<file path="config.mk">
export PLATFORM = sky130hd
export DESIGN_NAME = knights_tour
export DESIGN_NICKNAME = d
export VERILOG_FILES = /design/src/source/knight_pkg.sv /design/src/source/uart_rx.sv /design/src/source/uart_tx.sv /design/src/source/uart_cmd_link.sv /design/src/source/cmd_proc.sv /design/src/source/knight_pos.sv /design/src/source/knights_tour.sv
export SDC_FILE = /design/constraint.sdc
export NUM_CORES = 1
export LEC_CHECK = 0
export BUFFER_PORTS_ARGS = -buffer_cell sky130_fd_sc_hd__buf_2
export CORE_MARGIN = 2
export CORE_UTILIZATION = 60
export DETAILED_ROUTE_END_ITERATION = 10
export PLACE_DENSITY = 0.8
export SLEW_MARGIN = 25
export SYNTH_ARGS = -nofsm -noshare
export SYNTH_HDL_FRONTEND = slang
export SYNTH_SLANG_ARGS = --single-unit
export TNS_END_PERCENT = 100
</file>
<file path="constraint.sdc">
create_clock -name clk -period 3.6 [get_ports clk]
set_clock_uncertainty 0.2 [all_clocks]
set_input_delay 0.72 -clock clk [delete_from_list [all_inputs] [get_ports clk]]
set_output_delay 0.72 -clock clk [all_outputs]
set_load 0.1 [all_outputs]
</file>
<file path="src/source/knight_pkg.sv">
package knight_pkg;

  ////////////////////
  // Word types
  ////////////////////

  // A host command is two UART bytes, the high byte first.
  // The opcode sits in the top nibble.
  typedef logic [15:0] cmd_t;

  // Every command is answered with exactly one byte.
  typedef logic [7:0] resp_t;

  // Board coordinates and knight-move indices both fit in three bits.
  typedef logic [2:0] coord_t;
  typedef logic [2:0] move_t;

  typedef logic [3:0] opcode_t;

  ////////////////////
  // Opcodes
  ////////////////////

  localparam opcode_t OP_CAL   = 4'h2;
  localparam opcode_t OP_SET   = 4'h4;
  localparam opcode_t OP_MOVE  = 4'h6;
  localparam opcode_t OP_QUERY = 4'h8;

  ////////////////////
  // Response codes
  ////////////////////

  // Positive acknowledge for calibration and set position.
  localparam resp_t RESP_ACK  = 8'hA5;
  // Sent when a knight move has been carried out.
  localparam resp_t RESP_MOVE = 8'h5A;
  // Refusal of any kind.
  localparam resp_t RESP_NAK  = 8'hEE;

endpackage

</file>
<file path="src/source/uart_rx.sv">
`timescale 1ns/1ps

module uart_rx import knight_pkg::*; #(
  parameter int BAUD_DIV = 16
) (
  input  logic  clk,
  input  logic  arst_n,
  input  logic  rx,
  output resp_t rx_data,
  output logic  rx_rdy
);

  localparam int CNT_W = $clog2(BAUD_DIV);

  logic             rx_meta;
  logic             rx_sync;
  logic             rx_prev;
  logic             busy;
  logic [CNT_W-1:0] baud_cnt;
  logic [3:0]       bit_cnt;
  logic [7:0]       shift;

  // The serial line is asynchronous to clk, so it passes two flops first.
  // A third flop keeps the previous value for start-edge detection.
  always_ff @(posedge clk or negedge arst_n) begin
    if (!arst_n) begin
      rx_meta <= 1'b1;
      rx_sync <= 1'b1;
      rx_prev <= 1'b1;
    end else begin
      rx_meta <= rx;
      rx_sync <= rx_meta;
      rx_prev <= rx_sync;
    end
  end

  // After the falling start edge the counter first runs half a bit time.
  // Every later sample is a whole bit time on, which lands mid-bit.
  // Ten samples are taken, start bit, eight data bits and the stop bit.
  always_ff @(posedge clk or negedge arst_n) begin
    if (!arst_n) begin
      busy     <= 1'b0;
      baud_cnt <= '0;
      bit_cnt  <= '0;
      rx_rdy   <= 1'b0;
    end else begin
      rx_rdy <= 1'b0;
      if (!busy) begin
        if (rx_prev && !rx_sync) begin
          busy     <= 1'b1;
          baud_cnt <= CNT_W'(BAUD_DIV / 2 - 1);
          bit_cnt  <= '0;
        end
      end else if (baud_cnt == '0) begin
        baud_cnt <= CNT_W'(BAUD_DIV - 1);
        if (bit_cnt == 4'd9) begin
          busy   <= 1'b0;
          rx_rdy <= 1'b1;
        end else begin
          bit_cnt <= bit_cnt + 4'd1;
        end
      end else begin
        baud_cnt <= baud_cnt - 1'b1;
      end
    end
  end

  // Bits arrive LSB first and shift in from the top.
  // The start-bit sample is passed over, so the eight data samples fill the register.
  // At the stop-bit sample the whole byte is in place.
  always_ff @(posedge clk) begin
    if (busy && (baud_cnt == '0)) begin
      if (bit_cnt == 4'd9) begin
        rx_data <= shift;
      end else if (bit_cnt != 4'd0) begin
        shift <= {rx_sync, shift[7:1]};
      end
    end
  end

endmodule

</file>
<file path="src/source/uart_tx.sv">
`timescale 1ns/1ps

module uart_tx import knight_pkg::*; #(
  parameter int BAUD_DIV = 16
) (
  input  logic  clk,
  input  logic  arst_n,
  input  logic  trmt,
  input  resp_t tx_data,
  output logic  tx,
  output logic  tx_done
);

  localparam int CNT_W = $clog2(BAUD_DIV);

  logic [9:0]       shift;
  logic             busy;
  logic [CNT_W-1:0] baud_cnt;
  logic [3:0]       bit_cnt;

  // The line always shows the low end of the frame register.
  assign tx = shift[0];

  // A trigger loads stop, data and start bits into one 10-bit frame.
  // Ones are shifted in behind it, so the line rests high after the stop bit.
  // A trigger that comes while a frame is still going out is ignored.
  always_ff @(posedge clk or negedge arst_n) begin
    if (!arst_n) begin
      shift    <= '1;
      busy     <= 1'b0;
      baud_cnt <= '0;
      bit_cnt  <= '0;
      tx_done  <= 1'b0;
    end else begin
      tx_done <= 1'b0;
      if (!busy) begin
        if (trmt) begin
          shift    <= {1'b1, tx_data, 1'b0};
          busy     <= 1'b1;
          baud_cnt <= CNT_W'(BAUD_DIV - 1);
          bit_cnt  <= '0;
        end
      end else if (baud_cnt == '0) begin
        baud_cnt <= CNT_W'(BAUD_DIV - 1);
        // Bit nine is the stop bit, and the frame ends when its time is up.
        if (bit_cnt == 4'd9) begin
          busy    <= 1'b0;
          tx_done <= 1'b1;
        end else begin
          shift   <= {1'b1, shift[9:1]};
          bit_cnt <= bit_cnt + 4'd1;
        end
      end else begin
        baud_cnt <= baud_cnt - 1'b1;
      end
    end
  end

endmodule

</file>
<file path="src/source/uart_cmd_link.sv">
`timescale 1ns/1ps

module uart_cmd_link import knight_pkg::*; #(
  parameter int BAUD_DIV = 16
) (
  input  logic  clk,
  input  logic  arst_n,
  input  logic  rx,
  output logic  tx,
  output cmd_t  cmd,
  output logic  cmd_rdy,
  input  logic  send_resp,
  input  resp_t resp
);

  typedef enum logic {HIGH_BYTE, LOW_BYTE} link_state_t;

  link_state_t state;
  resp_t       rx_data;
  resp_t       high_byte;
  resp_t       tx_byte;
  logic        rx_rdy;
  logic        trmt;
  logic        tx_done;
  logic        tx_busy;

  uart_rx #(.BAUD_DIV(BAUD_DIV)) i_rx (
    .clk    (clk),
    .arst_n (arst_n),
    .rx     (rx),
    .rx_data(rx_data),
    .rx_rdy (rx_rdy)
  );

  uart_tx #(.BAUD_DIV(BAUD_DIV)) i_tx (
    .clk    (clk),
    .arst_n (arst_n),
    .trmt   (trmt),
    .tx_data(tx_byte),
    .tx     (tx),
    .tx_done(tx_done)
  );

  // The state says which half of the command the next byte fills.
  // cmd_rdy is registered, so it comes one cycle after the second rx_rdy.
  always_ff @(posedge clk or negedge arst_n) begin
    if (!arst_n) begin
      state   <= HIGH_BYTE;
      cmd_rdy <= 1'b0;
    end else begin
      cmd_rdy <= 1'b0;
      if (rx_rdy) begin
        case (state)
          HIGH_BYTE: state <= LOW_BYTE;
          LOW_BYTE: begin
            state   <= HIGH_BYTE;
            cmd_rdy <= 1'b1;
          end
          default: state <= HIGH_BYTE;
        endcase
      end
    end
  end

  // The first byte is kept as the high half and joined with the second one.
  // The finished command appears in the same cycle as cmd_rdy.
  always_ff @(posedge clk) begin
    if (rx_rdy && (state == HIGH_BYTE)) begin
      high_byte <= rx_data;
    end
    if (rx_rdy && (state == LOW_BYTE)) begin
      cmd <= {high_byte, rx_data};
    end
  end

  // The response byte is latched and the transmitter started a cycle later.
  // While a frame is in flight a new send_resp has no effect.
  always_ff @(posedge clk or negedge arst_n) begin
    if (!arst_n) begin
      trmt    <= 1'b0;
      tx_busy <= 1'b0;
    end else begin
      trmt <= send_resp && !tx_busy;
      if (send_resp && !tx_busy) begin
        tx_busy <= 1'b1;
      end else if (tx_done) begin
        tx_busy <= 1'b0;
      end
    end
  end

  always_ff @(posedge clk) begin
    if (send_resp && !tx_busy) begin
      tx_byte <= resp;
    end
  end

endmodule

</file>
<file path="src/source/cmd_proc.sv">
`timescale 1ns/1ps

module cmd_proc import knight_pkg::*; #(
  parameter int CAL_CYCLES = 200,
  parameter int BOARD_SIZE = 5
) (
  input  logic   clk,
  input  logic   arst_n,
  input  cmd_t   cmd,
  input  logic   cmd_rdy,
  output logic   send_resp,
  output resp_t  resp,
  output logic   set_pos,
  output coord_t new_x,
  output coord_t new_y,
  output logic   do_move,
  output move_t  move_idx,
  input  coord_t x,
  input  coord_t y,
  input  logic   move_ok
);

  typedef enum logic [1:0] {IDLE, CAL_WAIT, RESPOND} proc_state_t;

  localparam int CAL_W = $clog2(CAL_CYCLES + 1);

  proc_state_t      state;
  opcode_t          opcode;
  logic             calibrated;
  logic [CAL_W-1:0] cal_cnt;
  logic             set_ok;

  ////////////////////
  // Command fields
  ////////////////////

  // The link holds cmd steady until the next command, so the fields are
  // taken straight from it.
  // Set position and move share the low three bits.
  assign opcode   = cmd[15:12];
  assign new_x    = cmd[6:4];
  assign new_y    = cmd[2:0];
  assign move_idx = cmd[2:0];

  // A requested square must lie on the board in both directions.
  assign set_ok = (int'(new_x) < BOARD_SIZE) && (int'(new_y) < BOARD_SIZE);

  // The answer goes out for the single cycle spent in RESPOND.
  assign send_resp = (state == RESPOND);

  ////////////////////
  // Control FSM
  ////////////////////

  // Every command except calibrate is decided in the cycle of cmd_rdy.
  // The next cycle is RESPOND, where send_resp, set_pos and do_move all show.
  // Calibrate waits CAL_CYCLES in CAL_WAIT before it reaches RESPOND.
  // A command that arrives outside IDLE is dropped without an answer.
  always_ff @(posedge clk or negedge arst_n) begin
    if (!arst_n) begin
      state      <= IDLE;
      calibrated <= 1'b0;
      cal_cnt    <= '0;
      set_pos    <= 1'b0;
      do_move    <= 1'b0;
      resp       <= RESP_NAK;
    end else begin
      set_pos <= 1'b0;
      do_move <= 1'b0;
      case (state)
        IDLE: begin
          if (cmd_rdy) begin
            if (opcode == OP_CAL) begin
              state   <= CAL_WAIT;
              cal_cnt <= '0;
            end else begin
              state <= RESPOND;
              resp  <= RESP_NAK;
              // Nothing but calibrate is served before calibration is done.
              if (calibrated) begin
                case (opcode)
                  OP_SET: begin
                    if (set_ok) begin
                      set_pos <= 1'b1;
                      resp    <= RESP_ACK;
                    end
                  end
                  OP_MOVE: begin
                    // move_ok is already judged against the current square.
                    if (move_ok) begin
                      do_move <= 1'b1;
                      resp    <= RESP_MOVE;
                    end
                  end
                  OP_QUERY: resp <= {1'b0, x, 1'b0, y};
                  default:  resp <= RESP_NAK;
                endcase
              end
            end
          end
        end
        CAL_WAIT: begin
          // The calibrated flag stays set until the next reset.
          if (cal_cnt == CAL_W'(CAL_CYCLES - 1)) begin
            calibrated <= 1'b1;
            resp       <= RESP_ACK;
            state      <= RESPOND;
          end else begin
            cal_cnt <= cal_cnt + 1'b1;
          end
        end
        RESPOND: state <= IDLE;
        default: state <= IDLE;
      endcase
    end
  end

endmodule

</file>
<file path="src/source/knight_pos.sv">
`timescale 1ns/1ps

module knight_pos import knight_pkg::*; #(
  parameter int BOARD_SIZE = 5
) (
  input  logic   clk,
  input  logic   arst_n,
  input  logic   set_pos,
  input  coord_t new_x,
  input  coord_t new_y,
  input  logic   do_move,
  input  move_t  move_idx,
  output coord_t x,
  output coord_t y,
  output logic   move_ok
);

  logic signed [3:0] dx;
  logic signed [3:0] dy;
  logic signed [3:0] tgt_x;
  logic signed [3:0] tgt_y;

  // Moves are numbered clockwise, starting with one right and two up.
  always_comb begin
    case (move_idx)
      3'd0:    begin dx =  4'sd1; dy =  4'sd2; end
      3'd1:    begin dx =  4'sd2; dy =  4'sd1; end
      3'd2:    begin dx =  4'sd2; dy = -4'sd1; end
      3'd3:    begin dx =  4'sd1; dy = -4'sd2; end
      3'd4:    begin dx = -4'sd1; dy = -4'sd2; end
      3'd5:    begin dx = -4'sd2; dy = -4'sd1; end
      3'd6:    begin dx = -4'sd2; dy =  4'sd1; end
      default: begin dx = -4'sd1; dy =  4'sd2; end
    endcase
  end

  // Targets of 8 or 9 wrap to negative values in four bits.
  // They fail the lower bound just as they should fail the upper one.
  assign tgt_x = $signed({1'b0, x}) + dx;
  assign tgt_y = $signed({1'b0, y}) + dy;

  assign move_ok = (tgt_x >= 0) && (tgt_x < BOARD_SIZE) &&
                   (tgt_y >= 0) && (tgt_y < BOARD_SIZE);

  // The knight starts in the corner at (0,0).
  // A move strobe with an off-board target leaves the square as it is.
  always_ff @(posedge clk or negedge arst_n) begin
    if (!arst_n) begin
      x <= '0;
      y <= '0;
    end else if (set_pos) begin
      x <= new_x;
      y <= new_y;
    end else if (do_move && move_ok) begin
      x <= coord_t'(tgt_x[2:0]);
      y <= coord_t'(tgt_y[2:0]);
    end
  end

endmodule

</file>
<file path="src/source/knights_tour.sv">
`timescale 1ns/1ps

module knights_tour import knight_pkg::*; #(
  parameter int BAUD_DIV   = 16,
  parameter int CAL_CYCLES = 200,
  parameter int BOARD_SIZE = 5
) (
  input  logic clk,
  input  logic arst_n,
  input  logic rx,
  output logic tx
);

  cmd_t   cmd;
  resp_t  resp;
  coord_t new_x;
  coord_t new_y;
  coord_t x;
  coord_t y;
  move_t  move_idx;
  logic   cmd_rdy;
  logic   send_resp;
  logic   set_pos;
  logic   do_move;
  logic   move_ok;

  // Serial side, turning byte pairs into commands and responses into frames.
  uart_cmd_link #(.BAUD_DIV(BAUD_DIV)) i_link (
    .clk      (clk),
    .arst_n   (arst_n),
    .rx       (rx),
    .tx       (tx),
    .cmd      (cmd),
    .cmd_rdy  (cmd_rdy),
    .send_resp(send_resp),
    .resp     (resp)
  );

  // Command decoding and the calibration wait.
  cmd_proc #(.CAL_CYCLES(CAL_CYCLES), .BOARD_SIZE(BOARD_SIZE)) i_proc (
    .clk      (clk),
    .arst_n   (arst_n),
    .cmd      (cmd),
    .cmd_rdy  (cmd_rdy),
    .send_resp(send_resp),
    .resp     (resp),
    .set_pos  (set_pos),
    .new_x    (new_x),
    .new_y    (new_y),
    .do_move  (do_move),
    .move_idx (move_idx),
    .x        (x),
    .y        (y),
    .move_ok  (move_ok)
  );

  // The position register stands in for the knight on the board
  knight_pos #(.BOARD_SIZE(BOARD_SIZE)) i_pos (
    .clk     (clk),
    .arst_n  (arst_n),
    .set_pos (set_pos),
    .new_x   (new_x),
    .new_y   (new_y),
    .do_move (do_move),
    .move_idx(move_idx),
    .x       (x),
    .y       (y),
    .move_ok (move_ok)
  );

endmodule

</file>
==> results of run 1 <==
## worst min-delay path by stage
stage                             start                      to  slack (ps)  depth (start not counted)
floorplan           i_link.i_rx.rx_meta     i_link.i_rx.rx_sync         150                          0
global placement    i_link.i_rx.rx_meta     i_link.i_rx.rx_sync         150                          0
global route                     arst_n  i_link.i_tx.bit_cnt[2]          30                          1
detailed placement  i_link.i_rx.rx_meta     i_link.i_rx.rx_sync         150                          0
CTS                              arst_n  i_link.i_tx.bit_cnt[2]          30                          1
finish                           arst_n  i_link.i_tx.bit_cnt[2]          40                          1
## metal layers
layer	vias to the layer above	share of wire [%]
li1	1353	-
met1	1395	43
met2	32	53
met3	8	2.5
met4	0	1.3
met5	-	0
## worst reg2reg max path, cell delays in order (launching register included)
cell,delay [ps]
edfxtp_1,480
xnor2_1,320
nand2b_1,150
ha_1,300
and3_4,170
or3_4,390
a2111oi_4,540
a21boi_1,130
o31a_1,290
## Yosys cell counts (all sizes together) (5+ instances only)
cell type and number:
xor2 5, a21oi 21, nor2 31, nor2b 7, edfxtp 37, o21ai 25, xnor2 11, nand2 30
inv 17, nand3 9, dfstp 18, clkbuf 7, nor3 14, nand2b 8, ha 14, dfrtp 45
mux2i 7
## report_power, final
group          switching, W  leakage [nW]  internal [W]
Sequential        0.0000408          1.11       0.00122
Clock              0.000408         0.110      0.000342
Combinational     0.0000740         0.680     0.0000563
Total              0.000523          1.90       0.00162
## metrics by stage
step,setup slack [ps],instance area (um^2),power [W],hold WS [ps]
final,534,4770,0.00214,35.2
after CTS,556,4770,0.00217,28.4
after global routing,355,4770,0.00225,28.5
after global placement,675,4560,0.00141,146
after floorplan,783,4430,0.00137,145
after detailed placement,566,4560,0.00142,149
## flip-flops by register name, summed over array words and instances (netlist names), 2 cells and up
signal / flops
i_link.cmd: 10
i_link.i_tx.shift: 9
i_link.i_rx.shift: 8
i_link.tx_byte: 8
i_proc.cal_cnt: 8
i_proc.resp: 8
i_link.i_rx.rx_data: 7
i_link.high_byte: 4
i_link.i_rx.baud_cnt: 4
i_link.i_rx.bit_cnt: 4
i_link.i_tx.baud_cnt: 4
i_link.i_tx.bit_cnt: 4
i_pos.x: 3
i_pos.y: 3
i_proc.state: 2
## area by class of cell
class	instances	area, um^2	area share (%)
inverters	17	63.8	1.34
flip-flops and latches	100	2710	56.8
repair buffers	7	45.0	0.944
multi-input cells	245	1620	33.9
well taps	99	124	2.60
clock inverters	7	90.1	1.89
clock buffers	9	124	2.60
## layout by cell type (no fill, tap or decap), drive strengths merged, types with 14 or more instances in the layout
cell and instances:
o21ai 25, nor3 14, nor2 31, inv 22
dfrtp 45, nand2 30, ha 14, a21oi 21
dfstp 18, edfxtp 37
## logic make-up after synthesis
group	synth area share (%)
compound gates	11.1
flops	61.2
simple gates	15.8
fa+ha+maj	4.86
buf+inv	2.34
mux	1.58
xor+xnor	3.16
==> summary.txt, run 1 <==
Route
  – Initial DRC Count: 120
  – DRC Markers: 0
  – Final ANT Viol Nets: 0
  – Vias after detailed routing: 2788
  – Routed WL: 6940 um
  – 1st-pass router iterations: 4
  – Vias per cell: 5.76
  – Avg WL per Cell: 14.3 um

Critical path
  – Data arrival time of the worst path: 3130 ps
  – CP Depth: 8
  – R2R Path End: i_pos.y[1]
  – Crit path buf inv count: 0
  – Critical path peak fanout: 7
  – Delay-heaviest family, CP: compound AO/OA/AOI/OAI gates
  – Type of destination of the critical path: register
  – R2r startpoint: i_link.cmd[1]
  – Worst setup path start: i_link.cmd[1]
  – WS Path Type: register to register
  – CP required: 3660 ps
  – R2R setup slack: 530 ps
  – Reg2reg path depth: 8
  – Crit-path max cell delay: 540 ps
  – CP endpoint: i_pos.y[1]
  – Worst path cell trace: xnor2_1 > nand2b_1 > ha_1 > and3_4 > or3_4 > a2111oi_4 > a21boi_1 > o31a_1
  – CP max stage cell: a2111oi_4
  – Nature of the critical path startpoint: register

Synth
  – Syn_area_per_cell: 11.9 um^2
  – Post-synth cell types: 61
  – Yosys reg bits: 100
  – Synth async-reset ratio: 63.0%
  – Mapped Cells: 372
  – Synth top area cells: dfrtp_1 25%, edfxtp_1 25%, dfstp_2 11%, ha_1 4.0%, nor2_1 2.6%
  – Mapped Area: 4430 um^2
  – Syn nets: 391
  – Syn. warnings: 0
  – Leading area contributor after synthesis: dfrtp_1
  – Post-synthesis sequential area ratio: 61.2%
  – Post-synth EDFFs: 37
  – Most used DFF post-synth: dfrtp_1
  – Synth top area share: 25.4%

Clock network
  – Clock root buffer: clkbuf_8
  – TritonCTS Sinks: 100
  – Maximum root-to-sink buffer count: 2
  – Clock Latency Late Sink: 360 ps
  – Num CTS Buffers: 9
  – Hold_buf cts: 0
  – Clk slew on worst S/H paths: 100 ps
  – CTS tree: built
  – PostCTS Resize Cnt: 0
  – Setup Buffers After CTS: 0
  – H-tree depth: 3

Placement
  – Port bufs: 3
  – Inst Count DP: 468
  – Post-DP HPWL: 5100 um
  – GPL Wtd Cong: 0.852

STA
  – RSZ-0062 raised after global routing: no
  – Final worst path period share: 85.2%
  – Slew HR: 33.2%
  – Setup Viol. Count Final: 0
  – Setup TNS: 0 ps
  – Min Tclk post-route: 3070 ps
  – Worst-Margin Slew: 988 ps
  – Final Hold Vio Count: 0
  – FMAX: 326 MHz
  – Slew Viols, Final: 0

Global route
  – Via count of the first global-routing pass: 2843
  – Largest net degree at the start of global routing: 33
  – First-pass GRT wire length: 12400 um
  – Gr ovfl total: 0
  – Met3 Use GR: 5.53%
  – Total GRT Usage: 19.0%
  – Initial antenna violation count: 0
  – Busiest grt layer: met2
  – Met1 usage: 23.0%
  – Met2 global-route usage: 33.0%

Floorplanning
  – Chip Height: 89.9 um
  – Die W: 89.9 um
  – Core region area: 7210 um^2
  – Initial cell density of the core: 61.4%
  – Row Count: 31
  – Ports: 4
  – Die ar.: 8090 um^2

Final layout
  – Final Non-Filler Cells: 484
  – Diode count: 0
  – Final cell utilization of the core: 66.2%
  – Share of cells above drive strength 1: 13.5%
  – Synth-to-Final Area Change: 7.74%
  – Final nets: 399
  – Filler instances: 550

Power
  – Leakage: 1.90 nW
  – Pwr dens: 449 nW/um^2
  – VDD IR max: 0.438 mV

Run status
  – Outcome: finished, final reports clean

Flow run
  – Max_cap viols: 0

Min path
  – Hold WC Path Type: primary input to asynchronous set/reset pin
Note: power is estimated with default switching activity, not from simulation.
==> run 2, diff against run 1 <==
- CORE_UTILIZATION: 60 -> 56
- PLACE_DENSITY: 0.8 -> 0.79
- clock period: 3.6 -> 2.8 ns (I/O delays scaled with it)
==> summary.txt, run 2 (same netlist as run 1, synthesis figures left out) <==
Run status
  – Outcome: finished, final reports clean

Route
  – Final ANT Viol Nets: 0 (unchanged)
  – 1st-pass router iterations: 4 (unchanged)
  – Vias after detailed routing: 2740 (-1.7%)
  – Initial DRC Count: 173 (+44%)
  – Routed WL: 7070 um (+1.9%)
  – DRC Markers: 0 (unchanged)
  – Avg WL per Cell: 14.2 um (-1.0%)
  – Vias per cell: 5.50 (-4.5%)

STA
  – Hold_ws: 77.0 ps (+41.8 ps)
  – Min Tclk post-route: 2770 ps (-301 ps)
  – Setup TNS: 0 ps (unchanged)
  – Slew Viols, Final: 0 (unchanged)
  – Slew HR: 68.0% (+35 points)
  – Worst-Margin Slew: 479 ps (-509 ps)
  – Final worst path period share: 98.8% (+14 points)
  – Final worst-path setup slack: 34.6 ps (-499 ps)
  – FMAX: 362 MHz (+11%)
  – Setup Viol. Count Final: 0 (unchanged)
  – RSZ-0062 raised after global routing: yes
  – Final Hold Vio Count: 0 (unchanged)

Clock network
  – Maximum root-to-sink buffer count: 2 (unchanged)
  – Clock Latency Late Sink: 370 ps (about the same)
  – Clk slew on worst S/H paths: 110 ps (about the same)
  – TritonCTS Sinks: 100 (unchanged)
  – Clock root buffer: clkbuf_8
  – Num CTS Buffers: 9 (unchanged)
  – H-tree depth: 3 (unchanged)
  – CTS tree: built

Power
  – Pwr dens: 551 nW/um^2 (+23%)
  – Leakage: 1.97 nW (+3.3%)
  – VDD IR max: 0.481 mV (+9.8%)
  – Final Power: 0.00269 W (+26%)

Floorplanning
  – Die W: 92.9 um (+3.4%)
  – Row Count: 32 (+3.2%)
  – Core region area: 7690 um^2 (+6.6%)
  – Die ar.: 8640 um^2 (+6.8%)
  – Chip Height: 92.9 um (+3.4%)
  – Ports: 4 (unchanged)
  – Initial cell density of the core: 57.6% (-3.8 points)

Placement
  – Placement-stage worst setup slack: 7.02 ps (-559 ps)
  – Post-DP HPWL: 4960 um (-2.7%)
  – GPL Wtd Cong: 0.820 (-3.8%)
  – Port bufs: 3 (unchanged)

Final layout
  – Largest Register: i_link.cmd
  – Regs by FF count: i_link.cmd (10), i_link.i_tx.shift (9)
  – Synth-to-Final Area Change: 10.4%
  – Final cell utilization of the core: 63.6% (-2.5 points)
  – Final nets: 410 (+2.8%)
  – Share of cells above drive strength 1: 17.2% (+3.7 points)
  – Max reg flops: 10 (unchanged)
  – Leading cell type in the layout, fill and taps excluded: dfrtp_1
  – Diode count: 0 (unchanged)
  – Most frequent cells in the layout: 45 x dfrtp_1, 37 x edfxtp_1, 31 x nor2_1

Critical path
  – WS Path Type: register to register
  – Delay-heaviest family, CP: compound AO/OA/AOI/OAI gates
  – CP required: 2860 ps (-800 ps)
  – CP max stage cell: edfxtp_1
  – R2R setup slack: 30 ps (-500 ps)
  – Reg2reg path depth: 8 (unchanged)
  – R2R Path End: i_pos.y[0]
  – Nature of the critical path startpoint: register
  – R2r startpoint: i_link.cmd[0]
  – Critical path peak fanout: 4 (-3)
  – Data arrival time of the worst path: 2820 ps (-310 ps)
  – Crit path buf inv count: 0 (unchanged)
  – Worst path cell trace: xnor2_2 > nand2b_1 > ha_1 > and3_4 > or3_4 > a2111oi_4 > a21boi_1 > o31a_1
  – Crit-path max cell delay: 450 ps (-90 ps)
  – Type of destination of the critical path: register

Flow run
  – Max_cap viols: 0 (unchanged)

Global route
  – Busiest grt layer: met2
  – Gr ovfl total: 0 (unchanged)
  – First-pass GRT wire length: 12600 um (+1.7%)
  – Via count of the first global-routing pass: 2784 (-2.1%)
  – Total GRT Usage: 18.6% (-0.48 points)
  – Largest net degree at the start of global routing: 64 (+94%)
  – Met1 usage: 23.7% (+0.66 points)
  – Initial antenna violation count: 0 (unchanged)
  – Met3 Use GR: 4.39% (-1.1 points)
  – Met2 global-route usage: 30.9% (-2.1 points)

Min path
  – Hold WC Path Type: primary input to register
  – Hold Crit Start: rx
  – Hold Path End: i_link.i_rx.rx_meta
  – Hold path depth: 1
## run 2: what timing repair did
item | 4_1_cts | 5_1_grt
setup endpoints to repair | 4 | 10
hold buffers | 1 | 0
hold endpoints to repair | 41 | 0
gates cloned | 0 | 0
setup buffers | 0 | 2
pin swaps | 0 | 8
resized for setup | 1 | 6
## run 2: layout make-up
class,instances,area (um^2)
Fill cell,619,2800
Sequential cell,100,2710
Multi-Input combinational cell,245,1650
Timing Repair Buffer,18,143
Tap cell,102,128
Clock buffer,9,124
Clock inverter,7,78.8
Inverter,17,63.8
## run 2: how the worst max path moves through the flow
| stage | startpoint | end | slack, ps | depth (start not counted) |
|---|---|---|---|---|
| 4_1_cts | i_link.cmd[1] | i_proc.resp[5] | 30 | 8 |
| 2_1_floorplan | i_link.cmd[1] | i_pos.y[0] | 40 | 8 |
| 5_1_grt | i_link.cmd[0] | i_pos.x[1] | -90 | 9 |
| 3_3_place_gp | i_link.cmd[1] | i_proc.resp[2] | 100 | 8 |
| 3_5_place_dp | i_link.cmd[1] | i_proc.resp[5] | 7 | 8 |
| 6_report | i_link.cmd[0] | i_pos.y[0] | 30 | 8 |
## run 2: stage by stage
step / cell area (um^2) / cells
final: 4890 / 498
after global routing: 4890 / 498
after CTS: 4860 / 496
after detailed placement: 4640 / 479
after global placement: 4640 / 479
after floorplan: 4430 / 372
## run 2: where the power goes
part / switching, W / leakage (nW) / internal, W
registers: 0.0000509 / 1.11 / 0.00157
clock network: 0.000543 / 0.102 / 0.000353
logic: 0.0000977 / 0.751 / 0.0000772
total: 0.000691 / 1.97 / 0.00200
## run 2: layer usage
layer,part of all wire (%),routed length (um),vias up
met2,50,3560,29
met5,0,0,-
li1,-,-,1379
met1,46,3230,1321
met4,1.7,123,0
met3,2.2,159,11
